--- config.mk ---
export PLATFORM = sky130hd
export DESIGN_NAME = axi_burst_slave_flat
export DESIGN_NICKNAME = d
export VERILOG_FILES = /design/src/source/axi_pkg.sv /design/src/source/sysbus_pkg.sv /design/src/source/sysbus_if.sv /design/src/source/axi_burst_slave.sv /design/src/flat_wrapper.sv
export SDC_FILE = /design/constraint.sdc
export NUM_CORES = 1
export LEC_CHECK = 0
export BUFFER_PORTS_ARGS = -buffer_cell sky130_fd_sc_hd__buf_4
export CORE_MARGIN = 2
export CORE_UTILIZATION = 56
export DETAILED_ROUTE_END_ITERATION = 10
export GPL_TIMING_DRIVEN = 1
export PLACE_DENSITY = 0.84
export SETUP_SLACK_MARGIN = 0.02
export SKIP_CTS_REPAIR_TIMING = 1
export SLEW_MARGIN = 20
export SYNTH_ARGS = -nofsm -noshare
export SYNTH_HDL_FRONTEND = slang
export SYNTH_SLANG_ARGS = --single-unit
--- constraint.sdc ---
create_clock -name i_clk -period 7.75 [get_ports i_clk]
set_input_delay 1.1625 -clock i_clk [delete_from_list [all_inputs] [get_ports i_clk]]
set_output_delay 1.1625 -clock i_clk [all_outputs]
set_load 0.01 [all_outputs]
--- src/source/axi_pkg.sv ---
/*
 * AXI4 widths and encodings used by the burst front end and the subsystem top.
 * Only FIXED, INCR and WRAP bursts are defined.
 * Only OKAY and SLVERR responses are defined.
 * User, lock, cache, protection and QoS fields are not carried.
 */
`default_nettype none

package axi_pkg;

    localparam int AXI_ADDR_BITS = 16;
    localparam int AXI_DATA_BITS = 32;
    localparam int AXI_STRB_BITS = AXI_DATA_BITS / 8;
    localparam int AXI_ID_BITS   = 4;

    // AxBURST encoding
    typedef enum logic [1:0] {
        BURST_FIXED = 2'b00,
        BURST_INCR  = 2'b01,
        BURST_WRAP  = 2'b10
    } axi_burst_t;

    // xRESP encoding, EXOKAY and DECERR never produced
    typedef enum logic [1:0] {
        RESP_OKAY   = 2'b00,
        RESP_SLVERR = 2'b10
    } axi_resp_t;

    // Bytes moved by one beat for an AxSIZE code
    function automatic logic [7:0] size_to_bytes(input logic [2:0] size);
        return 8'd1 << size;
    endfunction

endpackage

`default_nettype wire

--- src/source/sysbus_pkg.sv ---
/*
 * Single-beat system bus between the AXI front end and memory targets.
 * Addresses are byte addresses. A target answers every accepted request once.
 */
`default_nettype none

package sysbus_pkg;

    localparam int SYS_ADDR_BITS = 16;
    localparam int SYS_DATA_BITS = 32;
    localparam int SYS_STRB_BITS = SYS_DATA_BITS / 8;

    typedef struct packed {
        logic [SYS_ADDR_BITS-1:0] addr;   // Byte address of the beat
        logic                     write;
        logic [SYS_DATA_BITS-1:0] wdata;
        logic [SYS_STRB_BITS-1:0] wstrb;
        logic                     last;   // Final beat of the AXI burst
    } sys_req_t;

    typedef struct packed {
        logic [SYS_DATA_BITS-1:0] rdata;
        logic                     err;    // Target could not serve the beat
    } sys_resp_t;

endpackage

`default_nettype wire

--- src/source/sysbus_if.sv ---
/*
 * Request and response wires of the system bus.
 * The target answers one cycle after each accepted request and cannot stall it.
 */
`default_nettype none

interface sysbus_if;
    import axi_pkg::*;
    import sysbus_pkg::*;

    logic      req_valid;
    sys_req_t  req;
    logic      req_ready;
    logic      resp_valid;
    sys_resp_t resp;

    // Each AXI beat must map onto exactly one bus word
    if (SYS_DATA_BITS != AXI_DATA_BITS || SYS_STRB_BITS != AXI_STRB_BITS) begin : g_width_check
        $error("sysbus data width does not match the AXI data width");
    end

    modport master (
        output req_valid, req,
        input  req_ready, resp_valid, resp
    );

    modport target (
        input  req_valid, req,
        output req_ready, resp_valid, resp
    );

endinterface

`default_nettype wire

--- src/source/axi_burst_slave.sv ---
/*
 * AXI4 burst slave that splits bursts into single-beat system-bus requests.
 * One transaction at a time. AW wins over AR in the same cycle.
 * W data must not lead AW. A W beat offered alone in idle is dropped.
 * The write burst ends on WLAST. Beat addresses stay inside the 4 KB page.
 * WRAP bursts expect len of 1, 3, 7 or 15. All handshakes are held off
 * for one cycle after reset.
 */
`default_nettype none

module axi_burst_slave (
    input  wire logic                              i_clk,
    input  wire logic                              i_nrst,
    input  wire logic                              i_awvalid,
    input  wire logic [axi_pkg::AXI_ADDR_BITS-1:0] i_awaddr,
    input  wire logic [7:0]                        i_awlen,
    input  wire logic [2:0]                        i_awsize,
    input  wire axi_pkg::axi_burst_t               i_awburst,
    input  wire logic [axi_pkg::AXI_ID_BITS-1:0]   i_awid,
    output logic                                   o_awready,
    input  wire logic                              i_wvalid,
    input  wire logic [axi_pkg::AXI_DATA_BITS-1:0] i_wdata,
    input  wire logic [axi_pkg::AXI_STRB_BITS-1:0] i_wstrb,
    input  wire logic                              i_wlast,
    output logic                                   o_wready,
    output logic                                   o_bvalid,
    output axi_pkg::axi_resp_t                     o_bresp,
    output logic [axi_pkg::AXI_ID_BITS-1:0]        o_bid,
    input  wire logic                              i_bready,
    input  wire logic                              i_arvalid,
    input  wire logic [axi_pkg::AXI_ADDR_BITS-1:0] i_araddr,
    input  wire logic [7:0]                        i_arlen,
    input  wire logic [2:0]                        i_arsize,
    input  wire axi_pkg::axi_burst_t               i_arburst,
    input  wire logic [axi_pkg::AXI_ID_BITS-1:0]   i_arid,
    output logic                                   o_arready,
    output logic                                   o_rvalid,
    output logic [axi_pkg::AXI_DATA_BITS-1:0]      o_rdata,
    output axi_pkg::axi_resp_t                     o_rresp,
    output logic [axi_pkg::AXI_ID_BITS-1:0]        o_rid,
    output logic                                   o_rlast,
    input  wire logic                              i_rready,
    sysbus_if.master                               bus
);
    import axi_pkg::*;
    import sysbus_pkg::*;

    typedef enum logic [2:0] {
        ST_IDLE, ST_WR_WAIT, ST_WR_BEAT, ST_WR_RESP, ST_RD_ADDR, ST_RD_DATA, ST_RD_OUT
    } state_t;

    state_t                   state_q;
    logic                     live_q;      // Low in the first cycle out of reset
    logic [AXI_ADDR_BITS-1:0] addr_q;      // Address of the next request
    logic [7:0]               xbytes_q;
    logic [7:0]               len_q;
    axi_burst_t               burst_q;
    logic [AXI_ID_BITS-1:0]   id_q;
    logic [7:0]               beat_q;      // Read requests accepted so far
    logic                     wr_valid_q;
    logic [AXI_DATA_BITS-1:0] wdata_q;
    logic [AXI_STRB_BITS-1:0] wstrb_q;
    logic                     wlast_q;
    logic                     err_q;       // Sticky over the write burst
    logic                     bvalid_q;
    logic                     inflight_q;  // Read response lands this cycle
    logic                     pend_last_q;
    logic                     rvalid_q;
    logic [AXI_DATA_BITS-1:0] rdata_q;
    logic                     rerr_q;
    logic                     rlast_q;

    logic [15:0]              wrap_bytes;
    logic [11:0]              wrap_mask;
    logic [11:0]              page_next;
    logic                     req_fire;
    logic                     aw_fire;
    logic                     ar_fire;
    logic                     w_fire;
    logic                     rd_last;
    logic                     rd_issue;

    // Next beat address, only the low 12 bits ever move
    always_comb begin
        wrap_bytes = 16'(xbytes_q) * (16'(len_q) + 16'd1);
        wrap_mask  = 12'(wrap_bytes - 16'd1);
        page_next  = addr_q[11:0] + 12'(xbytes_q);
        if (burst_q == BURST_FIXED) begin
            page_next = addr_q[11:0];
        end else if (burst_q == BURST_WRAP) begin
            page_next = (addr_q[11:0] & ~wrap_mask) | (page_next & wrap_mask);
        end
    end

    assign req_fire = bus.req_valid && bus.req_ready;
    assign aw_fire  = o_awready && i_awvalid;
    assign ar_fire  = o_arready && i_arvalid;
    assign w_fire   = o_wready && i_wvalid;
    assign rd_last  = (beat_q == len_q);

    // A read beat goes out only if its response will find the R register free
    assign rd_issue = (state_q == ST_RD_ADDR) && !inflight_q && (!rvalid_q || i_rready);

    assign o_awready = live_q && (state_q == ST_IDLE);
    assign o_arready = live_q && (state_q == ST_IDLE) && !i_awvalid;   // Writes first

    always_comb begin
        case (state_q)
            ST_IDLE, ST_WR_WAIT: o_wready = live_q;
            ST_WR_BEAT:          o_wready = bus.req_ready;   // Next beat rides the handoff
            default:             o_wready = 1'b0;
        endcase
    end

    assign bus.req_valid = wr_valid_q || rd_issue;
    assign bus.req = '{
        addr:  SYS_ADDR_BITS'(addr_q),
        write: (state_q == ST_WR_BEAT),
        wdata: SYS_DATA_BITS'(wdata_q),
        wstrb: SYS_STRB_BITS'(wstrb_q),
        last:  (state_q == ST_RD_ADDR) ? rd_last : wlast_q
    };

    assign o_bvalid = bvalid_q;
    assign o_bresp  = err_q ? RESP_SLVERR : RESP_OKAY;
    assign o_bid    = id_q;
    assign o_rvalid = rvalid_q;
    assign o_rdata  = rdata_q;
    assign o_rresp  = rerr_q ? RESP_SLVERR : RESP_OKAY;
    assign o_rid    = id_q;
    assign o_rlast  = rlast_q;

    always_ff @(posedge i_clk or negedge i_nrst) begin
        if (!i_nrst) begin
            state_q    <= ST_IDLE;
            live_q     <= 1'b0;
            wr_valid_q <= 1'b0;
            err_q      <= 1'b0;
            bvalid_q   <= 1'b0;
            inflight_q <= 1'b0;
            rvalid_q   <= 1'b0;
            beat_q     <= '0;
        end else begin
            live_q     <= 1'b1;
            inflight_q <= rd_issue && bus.req_ready;
            if (bus.resp_valid && bus.resp.err) begin
                err_q <= 1'b1;
            end
            // A landing response refills R even while it drains
            if (inflight_q && bus.resp_valid) begin
                rvalid_q <= 1'b1;
            end else if (i_rready) begin
                rvalid_q <= 1'b0;
            end
            case (state_q)
                ST_IDLE: begin
                    if (aw_fire) begin
                        err_q      <= 1'b0;
                        wr_valid_q <= i_wvalid;
                        state_q    <= i_wvalid ? ST_WR_BEAT : ST_WR_WAIT;
                    end else if (ar_fire) begin
                        beat_q  <= '0;
                        state_q <= ST_RD_ADDR;
                    end
                end
                ST_WR_WAIT: begin
                    if (w_fire) begin
                        wr_valid_q <= 1'b1;
                        state_q    <= ST_WR_BEAT;
                    end
                end
                ST_WR_BEAT: begin
                    if (req_fire && wlast_q) begin
                        wr_valid_q <= 1'b0;
                        state_q    <= ST_WR_RESP;
                    end else if (w_fire) begin
                        wr_valid_q <= 1'b1;
                    end else if (req_fire) begin
                        wr_valid_q <= 1'b0;
                    end
                end
                ST_WR_RESP: begin
                    if (bvalid_q && i_bready) begin
                        bvalid_q <= 1'b0;
                        state_q  <= ST_IDLE;
                    end else if (bus.resp_valid) begin
                        bvalid_q <= 1'b1;   // Last beat answered
                    end
                end
                ST_RD_ADDR: begin
                    if (req_fire) begin
                        beat_q <= beat_q + 8'd1;
                        if (rd_last) begin
                            state_q <= ST_RD_DATA;
                        end
                    end
                end
                ST_RD_DATA: begin
                    if (bus.resp_valid) begin
                        state_q <= ST_RD_OUT;
                    end
                end
                ST_RD_OUT: begin
                    if (rvalid_q && i_rready) begin
                        state_q <= ST_IDLE;
                    end
                end
                default: state_q <= ST_IDLE;
            endcase
        end
    end

    // Burst attributes, write beat and R payload
    always_ff @(posedge i_clk) begin
        if (aw_fire) begin
            addr_q   <= i_awaddr;
            xbytes_q <= size_to_bytes(i_awsize);
            len_q    <= i_awlen;
            burst_q  <= i_awburst;
            id_q     <= i_awid;
        end else if (ar_fire) begin
            addr_q   <= i_araddr;
            xbytes_q <= size_to_bytes(i_arsize);
            len_q    <= i_arlen;
            burst_q  <= i_arburst;
            id_q     <= i_arid;
        end else if (req_fire) begin
            addr_q <= {addr_q[AXI_ADDR_BITS-1:12], page_next};
        end
        if (w_fire) begin
            wdata_q <= i_wdata;
            wstrb_q <= i_wstrb;
            wlast_q <= i_wlast;
        end
        if (req_fire) begin
            pend_last_q <= bus.req.last;
        end
        if (inflight_q && bus.resp_valid) begin
            rdata_q <= AXI_DATA_BITS'(bus.resp.rdata);
            rerr_q  <= bus.resp.err;
            rlast_q <= pend_last_q;
        end
    end

endmodule

`default_nettype wire

--- src/flat_wrapper.sv ---
// flat-port wrapper written by rule: the top's interface ports become plain ports
module axi_burst_slave_flat import axi_pkg::*; import sysbus_pkg::*;
  (i_clk, i_nrst, i_awvalid, i_awaddr, i_awlen, i_awsize, i_awburst, i_awid, o_awready, i_wvalid, i_wdata, i_wstrb, i_wlast, o_wready, o_bvalid, o_bresp, o_bid, i_bready, i_arvalid, i_araddr, i_arlen, i_arsize, i_arburst, i_arid, o_arready, o_rvalid, o_rdata, o_rresp, o_rid, o_rlast, i_rready, bus_req_valid, bus_req, bus_req_ready, bus_resp_valid, bus_resp);
  sysbus_if bus_i ();
  input  wire logic i_clk;
  input  wire logic i_nrst;
  input  wire logic i_awvalid;
  input  wire logic [axi_pkg::AXI_ADDR_BITS-1:0] i_awaddr;
  input  wire logic [7:0] i_awlen;
  input  wire logic [2:0] i_awsize;
  input  wire axi_pkg::axi_burst_t i_awburst;
  input  wire logic [axi_pkg::AXI_ID_BITS-1:0] i_awid;
  output logic o_awready;
  input  wire logic i_wvalid;
  input  wire logic [axi_pkg::AXI_DATA_BITS-1:0] i_wdata;
  input  wire logic [axi_pkg::AXI_STRB_BITS-1:0] i_wstrb;
  input  wire logic i_wlast;
  output logic o_wready;
  output logic o_bvalid;
  output axi_pkg::axi_resp_t o_bresp;
  output logic [axi_pkg::AXI_ID_BITS-1:0] o_bid;
  input  wire logic i_bready;
  input  wire logic i_arvalid;
  input  wire logic [axi_pkg::AXI_ADDR_BITS-1:0] i_araddr;
  input  wire logic [7:0] i_arlen;
  input  wire logic [2:0] i_arsize;
  input  wire axi_pkg::axi_burst_t i_arburst;
  input  wire logic [axi_pkg::AXI_ID_BITS-1:0] i_arid;
  output logic o_arready;
  output logic o_rvalid;
  output logic [axi_pkg::AXI_DATA_BITS-1:0] o_rdata;
  output axi_pkg::axi_resp_t o_rresp;
  output logic [axi_pkg::AXI_ID_BITS-1:0] o_rid;
  output logic o_rlast;
  input  wire logic i_rready;
  output wire logic [$bits(bus_i.req_valid)-1:0] bus_req_valid;
  output wire logic [$bits(bus_i.req)-1:0] bus_req;
  input wire logic [$bits(bus_i.req_ready)-1:0] bus_req_ready;
  input wire logic [$bits(bus_i.resp_valid)-1:0] bus_resp_valid;
  input wire logic [$bits(bus_i.resp)-1:0] bus_resp;
  assign bus_req_valid = bus_i.req_valid;
  assign bus_req = bus_i.req;
  assign bus_i.req_ready = bus_req_ready;
  assign bus_i.resp_valid = bus_resp_valid;
  assign bus_i.resp = bus_resp;
  axi_burst_slave u_core (.i_clk(i_clk), .i_nrst(i_nrst), .i_awvalid(i_awvalid), .i_awaddr(i_awaddr), .i_awlen(i_awlen), .i_awsize(i_awsize), .i_awburst(i_awburst), .i_awid(i_awid), .o_awready(o_awready), .i_wvalid(i_wvalid), .i_wdata(i_wdata), .i_wstrb(i_wstrb), .i_wlast(i_wlast), .o_wready(o_wready), .o_bvalid(o_bvalid), .o_bresp(o_bresp), .o_bid(o_bid), .i_bready(i_bready), .i_arvalid(i_arvalid), .i_araddr(i_araddr), .i_arlen(i_arlen), .i_arsize(i_arsize), .i_arburst(i_arburst), .i_arid(i_arid), .o_arready(o_arready), .o_rvalid(o_rvalid), .o_rdata(o_rdata), .o_rresp(o_rresp), .o_rid(o_rid), .o_rlast(o_rlast), .i_rready(i_rready), .bus(bus_i));
endmodule
* After elaboration in Yosys (flattened, before gate mapping)
Index checks and enable logic that the tools add are counted.
Operators by class: $add $sub $neg 4, multipliers 1, equality and inequality tests 21, shift-type cells 2, mux-type cells 45, bitwise operators 4, reductions and logical operators 33
Operator list (number):
- 8-bit two-way mux | 7
- 12-bit two-way mux | 3
- 16-bit two-way mux | 2
- 3-bit two-way mux | 9
- 12-bit bitwise AND | 2
- 3-bit case mux with 7 select lines | 1
- 8-bit by 16-bit multiplier with 12-bit output | 1
- 2-bit by 1-bit != test with 1-bit output (second input constant) | 8
- 8-bit case mux with 2 select lines | 1
- 1-bit by 3-bit left shift with 8-bit output (first input constant) | 2
- 1-bit logical AND | 14
- 1-bit two-way mux | 13
- 12-bit by 8-bit adder with 12-bit output | 1
- 12-bit inverter | 1
- 12-bit OR | 1
- 12-bit by 1-bit subtractor with 12-bit output (second input constant) | 1
- 2-bit two-way mux | 5
- 8-bit by 1-bit adder with 9-bit output (second input constant) | 1
- 3-bit equality test (second input constant) | 3
- 8-bit by 1-bit adder with 8-bit output (second input constant) | 1
- 8-bit equality test | 1
- 4-bit two-way mux | 2
- 4-bit AND reduction | 2
- 8-bit AND reduction | 1
- other kinds (16) | 27
Word-level totals: register bits 127, bits of input ports 145, output and inout bits 105, word-level logic and storage cells 131

* Logic depth before layout (Yosys ltp)
Gate-level depths: netlist of run 1.
depth after elaboration 11, depth in mapped cells 20, gate-level depth less buffers 20

* Worst setup path before layout of run 1
Ideal clock, no wire load.
path type register -> register, from register u_core.len_q[0], to register with a tool-made name, library setup time 0.304 ns, data arrival time 4.977 ns, data required time 7.446 ns, setup slack 2.470 ns, cell stages (with the launch flop) 20, buffers on the path 1, clock period less this slack 5.280 ns, cells stage by stage edfxtp_1 -> clkbuf_1 -> nand3_1 -> xnor2_1 -> nand2_1 -> fa_1 -> inv_1 -> fa_1 -> fa_1 -> inv_1 -> fa_1 -> inv_1 -> ha_1 -> a21oi_1 -> o22ai_1 -> or4_1 -> a31oi_4 -> or4_1 -> nand4_1 -> a21oi_1
RTL lines:
- start, declared | RTL line axi_burst_slave.sv:56 | logic [7:0] len_q;
- start signal, assigned | RTL line axi_burst_slave.sv:218 | len_q <= i_awlen;
- start signal, assigned | RTL line axi_burst_slave.sv:224 | len_q <= i_arlen;

==> results of run 1 <==
-- flip-flops by register name (all words and copies together) (netlist names), named ones only --
register / cells
u_core.rerr_q: 1
u_core.wr_valid_q: 1
u_core.o_rvalid: 1
u_core.wdata_q: 32
u_core.wlast_q: 1
u_core.beat_q: 8
u_core.len_q: 8
u_core.o_rlast: 1
u_core.live_q: 1
u_core.wstrb_q: 4
u_core.state_q: 3
u_core.err_q: 1
u_core.o_bvalid: 1
u_core.addr_q: 4
u_core.burst_q: 2
u_core.o_rdata: 32
u_core.o_bid: 4
u_core.inflight_q: 1
u_core.xbytes_q: 8
u_core.pend_last_q: 1
-- report_power, final --
part | switching, uW | total, uW | internal [uW]
sequential | 136 | 1070 | 939
clock | 326 | 779 | 452
combinational | 1530 | 2850 | 1310
total | 2000 | 4700 | 2700
-- worst max-delay path, cell delays in order (launching register included) --
cell      delay [ns]
edfxtp_1        0.62
ha_1            0.33
nand3_2         0.12
xnor2_2         0.37
nand2_1         0.14
fa_1            0.53
inv_1           0.06
fa_1            0.48
fa_1            0.50
inv_1           0.06
fa_1            0.53
inv_1           0.04
ha_1            0.34
a21oi_1         0.18
o22ai_1         0.13
or4_1           0.51
a31oi_4         0.26
or4_1           0.15
nand4_1         0.08
a21oi_1         0.14
-- metal layers --
layer | global-route usage | vias up
met5 | 0 | -
met4 | 0.124 | 0
met3 | 0.0832 | 44
met2 | 0.519 | 334
met1 | 0.349 | 2992
li1 | - | 2889
-- synthesized netlist by cell type, types with 4 or more instances --
cell type	number
a21o_1	5
a21oi_1	26
a221o_1	6
a22o_1	6
a22oi_1	5
a31oi_1	8
and2_1	22
and3_1	6
buf_4	9
clkbuf_1	17
dfrtp_1	17
edfxtp_1	110
fa_1	40
ha_1	33
inv_1	79
nand2_1	95
nand2b_1	10
nand3_1	12
nand4_1	5
nor2_1	30
nor2b_1	10
nor3_1	12
nor4_1	4
o21a_1	4
o21ai_0	19
o21ai_1	14
o31ai_1	5
or3_1	6
xnor2_1	16
xor2_1	17
-- cells by family (layout without fill, tap and decap cells) --
| logic type | after synthesis | after routing | share of synthesized area |
|---|---|---|---|
| simple gates | 228 | 228 | 0.145 |
| flops | 127 | 127 | 0.483 |
| compound gates | 116 | 116 | 0.101 |
| buf+inv | 111 | 365 | 0.0587 |
| fa+ha+maj | 73 | 73 | 0.157 |
| xor+xnor | 38 | 38 | 0.0505 |
| mux | 3 | 3 | 0.00405 |
| other cells | 2 | 3 | 0.000972 |
-- final cells by class --
| type | count | area (sq um) | area share |
|---|---|---|---|
| clock buffer | 18 | 429 | 0.0418 |
| clock inverter | 14 | 148 | 0.0144 |
| inverter | 82 | 308 | 0.0300 |
| multi-input combinational | 461 | 3550 | 0.345 |
| sequential | 127 | 3730 | 0.363 |
| tap | 176 | 220 | 0.0215 |
| timing repair buffer | 251 | 1880 | 0.184 |
-- final timing paths --
path	start	end	slack [ns]	cells after the start
worst max-delay path	u_core.len_q[0]	flip-flop	1.88	19
worst min-delay path	u_core.pend_last_q	u_core.o_rlast	0.47	0
max in group asynchronous	i_nrst	u_core.err_q	6.95	1
min in group asynchronous	i_nrst	u_core.beat_q[5]	0.59	1
worst min register to register	u_core.pend_last_q	u_core.o_rlast	0.47	0
worst max register to register	u_core.len_q[0]	flip-flop	1.88	19
-- per-stage QoR --
stage	instance area, sq um	utilization	hold WS, ns
2_1_floorplan	7730	-	0.400
3_3_place_gp	9690	0.726	0.449
3_5_place_dp	9690	0.726	0.452
4_1_cts	10300	0.769	0.470
5_1_grt	10300	0.769	0.483
6_report	10300	0.769	0.467
==> flow_metrics.tcl, run 1 <==
set metrics [dict create \
    clock-root-buffer "clkbuf_16" \
    cts_max_level 4 \
    layout_commonest_cell "buf_4" \
    grt_max_degree 41 \
    dp_cells 1097 \
    nNetsFinal 1158 \
    rsz0062_at_grt "false" \
    drv_cap 0 \
    crit_path_end_kind "flip-flop" \
    ir_drop_v 0.000334 \
    initial_core_util 0.579 \
    drive_gt1_frac 0.315 \
    synthFlopType "edfxtp_1" \
    cts_buffer_depth 2 \
    setup_viol 0 \
    fin_setup_tns_ns 0 \
    power_uw 4700 \
    die_area_sq_um 14700 \
    clock_skew_ns 0.00506 \
    wl_met1_mm 7.52 \
    vias 6259 \
    antenna_found_initial 0 \
    met2WireLength_mm 11.1 \
    hpwl_mm 16.1 \
    gp_congestion 0.926 \
    drt_iter0_drc 406 \
    top_layer "met4" \
    final_cells 1129 \
    min_period_ns 5.87 \
    pre_cts_slack_ns 1.94 \
    ys_seq_area_frac 0.483 \
    core_sq_um 13300 \
    die-height_um 121 \
    grt-ovfl-total 0 \
    ios 250 \
    critPathArrivalTime_ns 6.00 \
    synth_area_leaders "edfxtp_1, fa_1, dfrtp_1, ha_1, nand2_1" \
    post_drt_wl_per_cell_um 18.6 \
    setup_ws_ns 1.88 \
    final_cell_mix "buf_4, edfxtp_1, nand2_1" \
    drc 0 \
    nFillCells 889 \
    crit_required_ns 7.88 \
    route.antenna.remaining_nets 0 \
    path_clk_slew_ns 0.06 \
    dr.pass1.iters 5 \
    ys_ff_latch 127 \
    power_density_nw_per_um2 458 \
    die_w_um 121 \
    grt_pass1_vias 6365 \
    synthDistinctLibCells 63 \
    synth-async-reset-ratio 0.134 \
    synth_area_sq_um 7720 \
    wl_mm 21.0 \
    insertion_delay_ns 0.43 \
    rows 42 \
    status "finished clean" \
    viasPerCell 5.54 \
    worst_pin_slew_ns 0.954 \
    slew_viol_final 0 \
    io_buffer_count 247 \
    syn_avg_cell_area_sq_um 11.1 \
    cts_tree "yes" \
    finalCritPeriodShare 0.758 \
    worst-path-max-fanout 13 \
    start_kind "flip-flop" \
    grt_pass1_wl_mm 32.7 \
    syn_inst 698 \
    clkSinkCount 127 \
    ys_warn_count 0 \
    cts_made_buffers 17 \
    hp-class "flip-flop to flip-flop" \
    met3_length_mm 1.80 \
    yosysTopAreaCellShare 0.428 \
    maxSlewHeadroom 0.362 \
    area_growth_pct 32.9 \
    synth_top_cell_by_area "edfxtp_1" \
    clock.fmax_mhz 170 \
    leakagePower_uw 0.00462 \
    hold_violations 0 \
    antenna_cells 0 \
    worst-setup-path-type "flip-flop to flip-flop" \
    synth_edf_count 110 \
    grt_usage 0.299 \
]
(Power assumes the default switching activity.)
==> inputs of run 2 (changes only) <==
--- a/config.mk
+++ b/config.mk
@@ -7,10 +7,10 @@
 export LEC_CHECK = 0
 export BUFFER_PORTS_ARGS = -buffer_cell sky130_fd_sc_hd__buf_4
 export CORE_MARGIN = 2
-export CORE_UTILIZATION = 56
+export CORE_UTILIZATION = 52
 export DETAILED_ROUTE_END_ITERATION = 10
 export GPL_TIMING_DRIVEN = 1
-export PLACE_DENSITY = 0.84
+export PLACE_DENSITY = 0.79
 export SETUP_SLACK_MARGIN = 0.02
 export SKIP_CTS_REPAIR_TIMING = 1
 export SLEW_MARGIN = 20
==> constraint.sdc (replaced) <==
create_clock -name i_clk -period 5.85 [get_ports i_clk]
set_input_delay 0.8775 -clock i_clk [delete_from_list [all_inputs] [get_ports i_clk]]
set_output_delay 0.8775 -clock i_clk [all_outputs]
set_load 0.01 [all_outputs]
==> flow_metrics.tcl, run 2 (synthesized netlist as in run 1, its figures left out) <==
set metrics [dict create \
    worst_pin_slew_ns 0.972 \
    status "finished clean" \
    slew_viol_final 0 \
    rows 44 \
    path_clk_slew_ns 0.07 \
    hpwl_mm 15.9 \
    cts_buffer_depth 2 \
    crit_required_ns 5.98 \
    cts_made_buffers 17 \
    worst-path-max-fanout 12 \
    grt-ovfl-total 0 \
    hp-class "input pin to async pin" \
    gp_congestion 0.866 \
    p_int_uw 3570 \
    final_cell_mix "buf_4, edfxtp_1, nand2_1" \
    worst-setup-path-type "flip-flop to flip-flop" \
    insertion_delay_ns 0.42 \
    p_sw_uw 2690 \
    dr.pass1.iters 5 \
    grt_pass1_wl_mm 32.5 \
    clkSinkCount 127 \
    power_uw 6260 \
    antenna_cells 0 \
    whs_ns 0.313 \
    p_comb_frac 0.607 \
    core_sq_um 14500 \
    io_buffer_count 247 \
    p_seq_frac 0.226 \
    nNetsFinal 1164 \
    area_growth_pct 34.0 \
    clkPwrFrac 0.166 \
    rsz0062_at_grt "false" \
    setup_viol 0 \
    power_density_nw_per_um2 605 \
    p_sw_frac 0.430 \
    ir_drop_v 0.000508 \
    drt_iter0_drc 464 \
    crit_path_end_kind "flip-flop" \
    drive_gt1_frac 0.322 \
    post_drt_wl_per_cell_um 18.3 \
    drv_cap 0 \
    ios 250 \
    start_kind "flip-flop" \
    viasPerCell 5.40 \
    grt_max_degree 39 \
    clock-root-buffer "clkbuf_16" \
    finalCritPeriodShare 0.951 \
    fin_setup_tns_ns 0 \
    leakagePower_uw 0.00466 \
    antenna_found_initial 0 \
    cts_max_level 4 \
    grt_pass1_vias 6228 \
    clock.fmax_mhz 180 \
    initial_core_util 0.531 \
    route.antenna.remaining_nets 0 \
    die-height_um 126 \
    layout_commonest_cell "buf_4" \
    fin_util 0.712 \
    die_w_um 126 \
    drc 0 \
    maxSlewHeadroom 0.351 \
    die_area_sq_um 15800 \
    min_period_ns 5.56 \
    wl_mm 20.9 \
    grt_usage 0.266 \
    clock_skew_ns 0.0103 \
    cts_tree "yes" \
    hold_violations 0 \
    vias 6177 \
    critPathArrivalTime_ns 5.69 \
]
-- run 2: per-layer routing --
| layer | part of all wire | global-route usage | wire length [um] | vias to the layer above |
|---|---|---|---|---|
| li1 | - | - | - | 2897 |
| met1 | 0.38 | 0.331 | 8020 | 2964 |
| met2 | 0.52 | 0.456 | 10900 | 280 |
| met3 | 0.071 | 0.0663 | 1480 | 36 |
| met4 | 0.023 | 0.0911 | 485 | 0 |
| met5 | 0 | 0 | 0 | - |
-- run 2: area by class of cell --
type,instances,area [sq um]
flip-flops and latches,127,3730
clock buffers,17,425
well taps,184,230
multi-input cells,461,3570
repair buffers,257,1930
inverters,82,308
fillers,1067,4180
clock inverters,15,163
-- run 2: worst paths after layout --
| kind | start | endpoint | slack, ns | depth (start not counted) |
|---|---|---|---|---|
| setup / recovery | u_core.len_q[0] | flip-flop | 0.29 | 20 |
| hold / removal | i_nrst | u_core.beat_q[2] | 0.31 | 1 |
| setup reg to reg | u_core.len_q[0] | flip-flop | 0.29 | 20 |
| hold reg to reg | u_core.pend_last_q | u_core.o_rlast | 0.42 | 0 |
| max in group asynchronous | i_nrst | u_core.o_rvalid | 5.33 | 1 |
| min in group i_clk | u_core.pend_last_q | u_core.o_rlast | 0.42 | 0 |
-- run 2: metrics by stage --
step | std cells | setup WS (ns) | instance area (sq um)
floorplan | 699 | 0.570 | 7730
global placement | 1108 | 0.492 | 9720
detailed placement | 1108 | 0.249 | 9720
CTS | 1140 | 0.200 | 10300
global route | 1143 | 0.0288 | 10400
finish | 1143 | 0.286 | 10400
-- run 2: critical path, stage by stage, from the launching register on --
cell and delay [ns]:
edfxtp_1 0.36, buf_4 0.21, nand2_1 0.08, nor2_1 0.23, xor2_1 0.21, nand2_1 0.10
fa_1 0.50, inv_1 0.05, fa_1 0.47, fa_1 0.49, inv_1 0.05, fa_1 0.53
inv_1 0.04, ha_1 0.34, a21oi_1 0.21, o22ai_1 0.14, or4_1 0.51, a31oi_4 0.27
or4_1 0.19, nand4_1 0.12, a21oi_1 0.15
-- run 2: power by group through the flow --
stage / clock, uW / combinational [uW] / sequential (uW)
after global placement: 0 / 3610 / 1420
after CTS: 1050 / 3780 / 1410
final: 1040 / 3800 / 1420
after detailed placement: 0 / 3720 / 1430
after global routing: 1090 / 4250 / 1440
after floorplan: 0 / 2810 / 1410
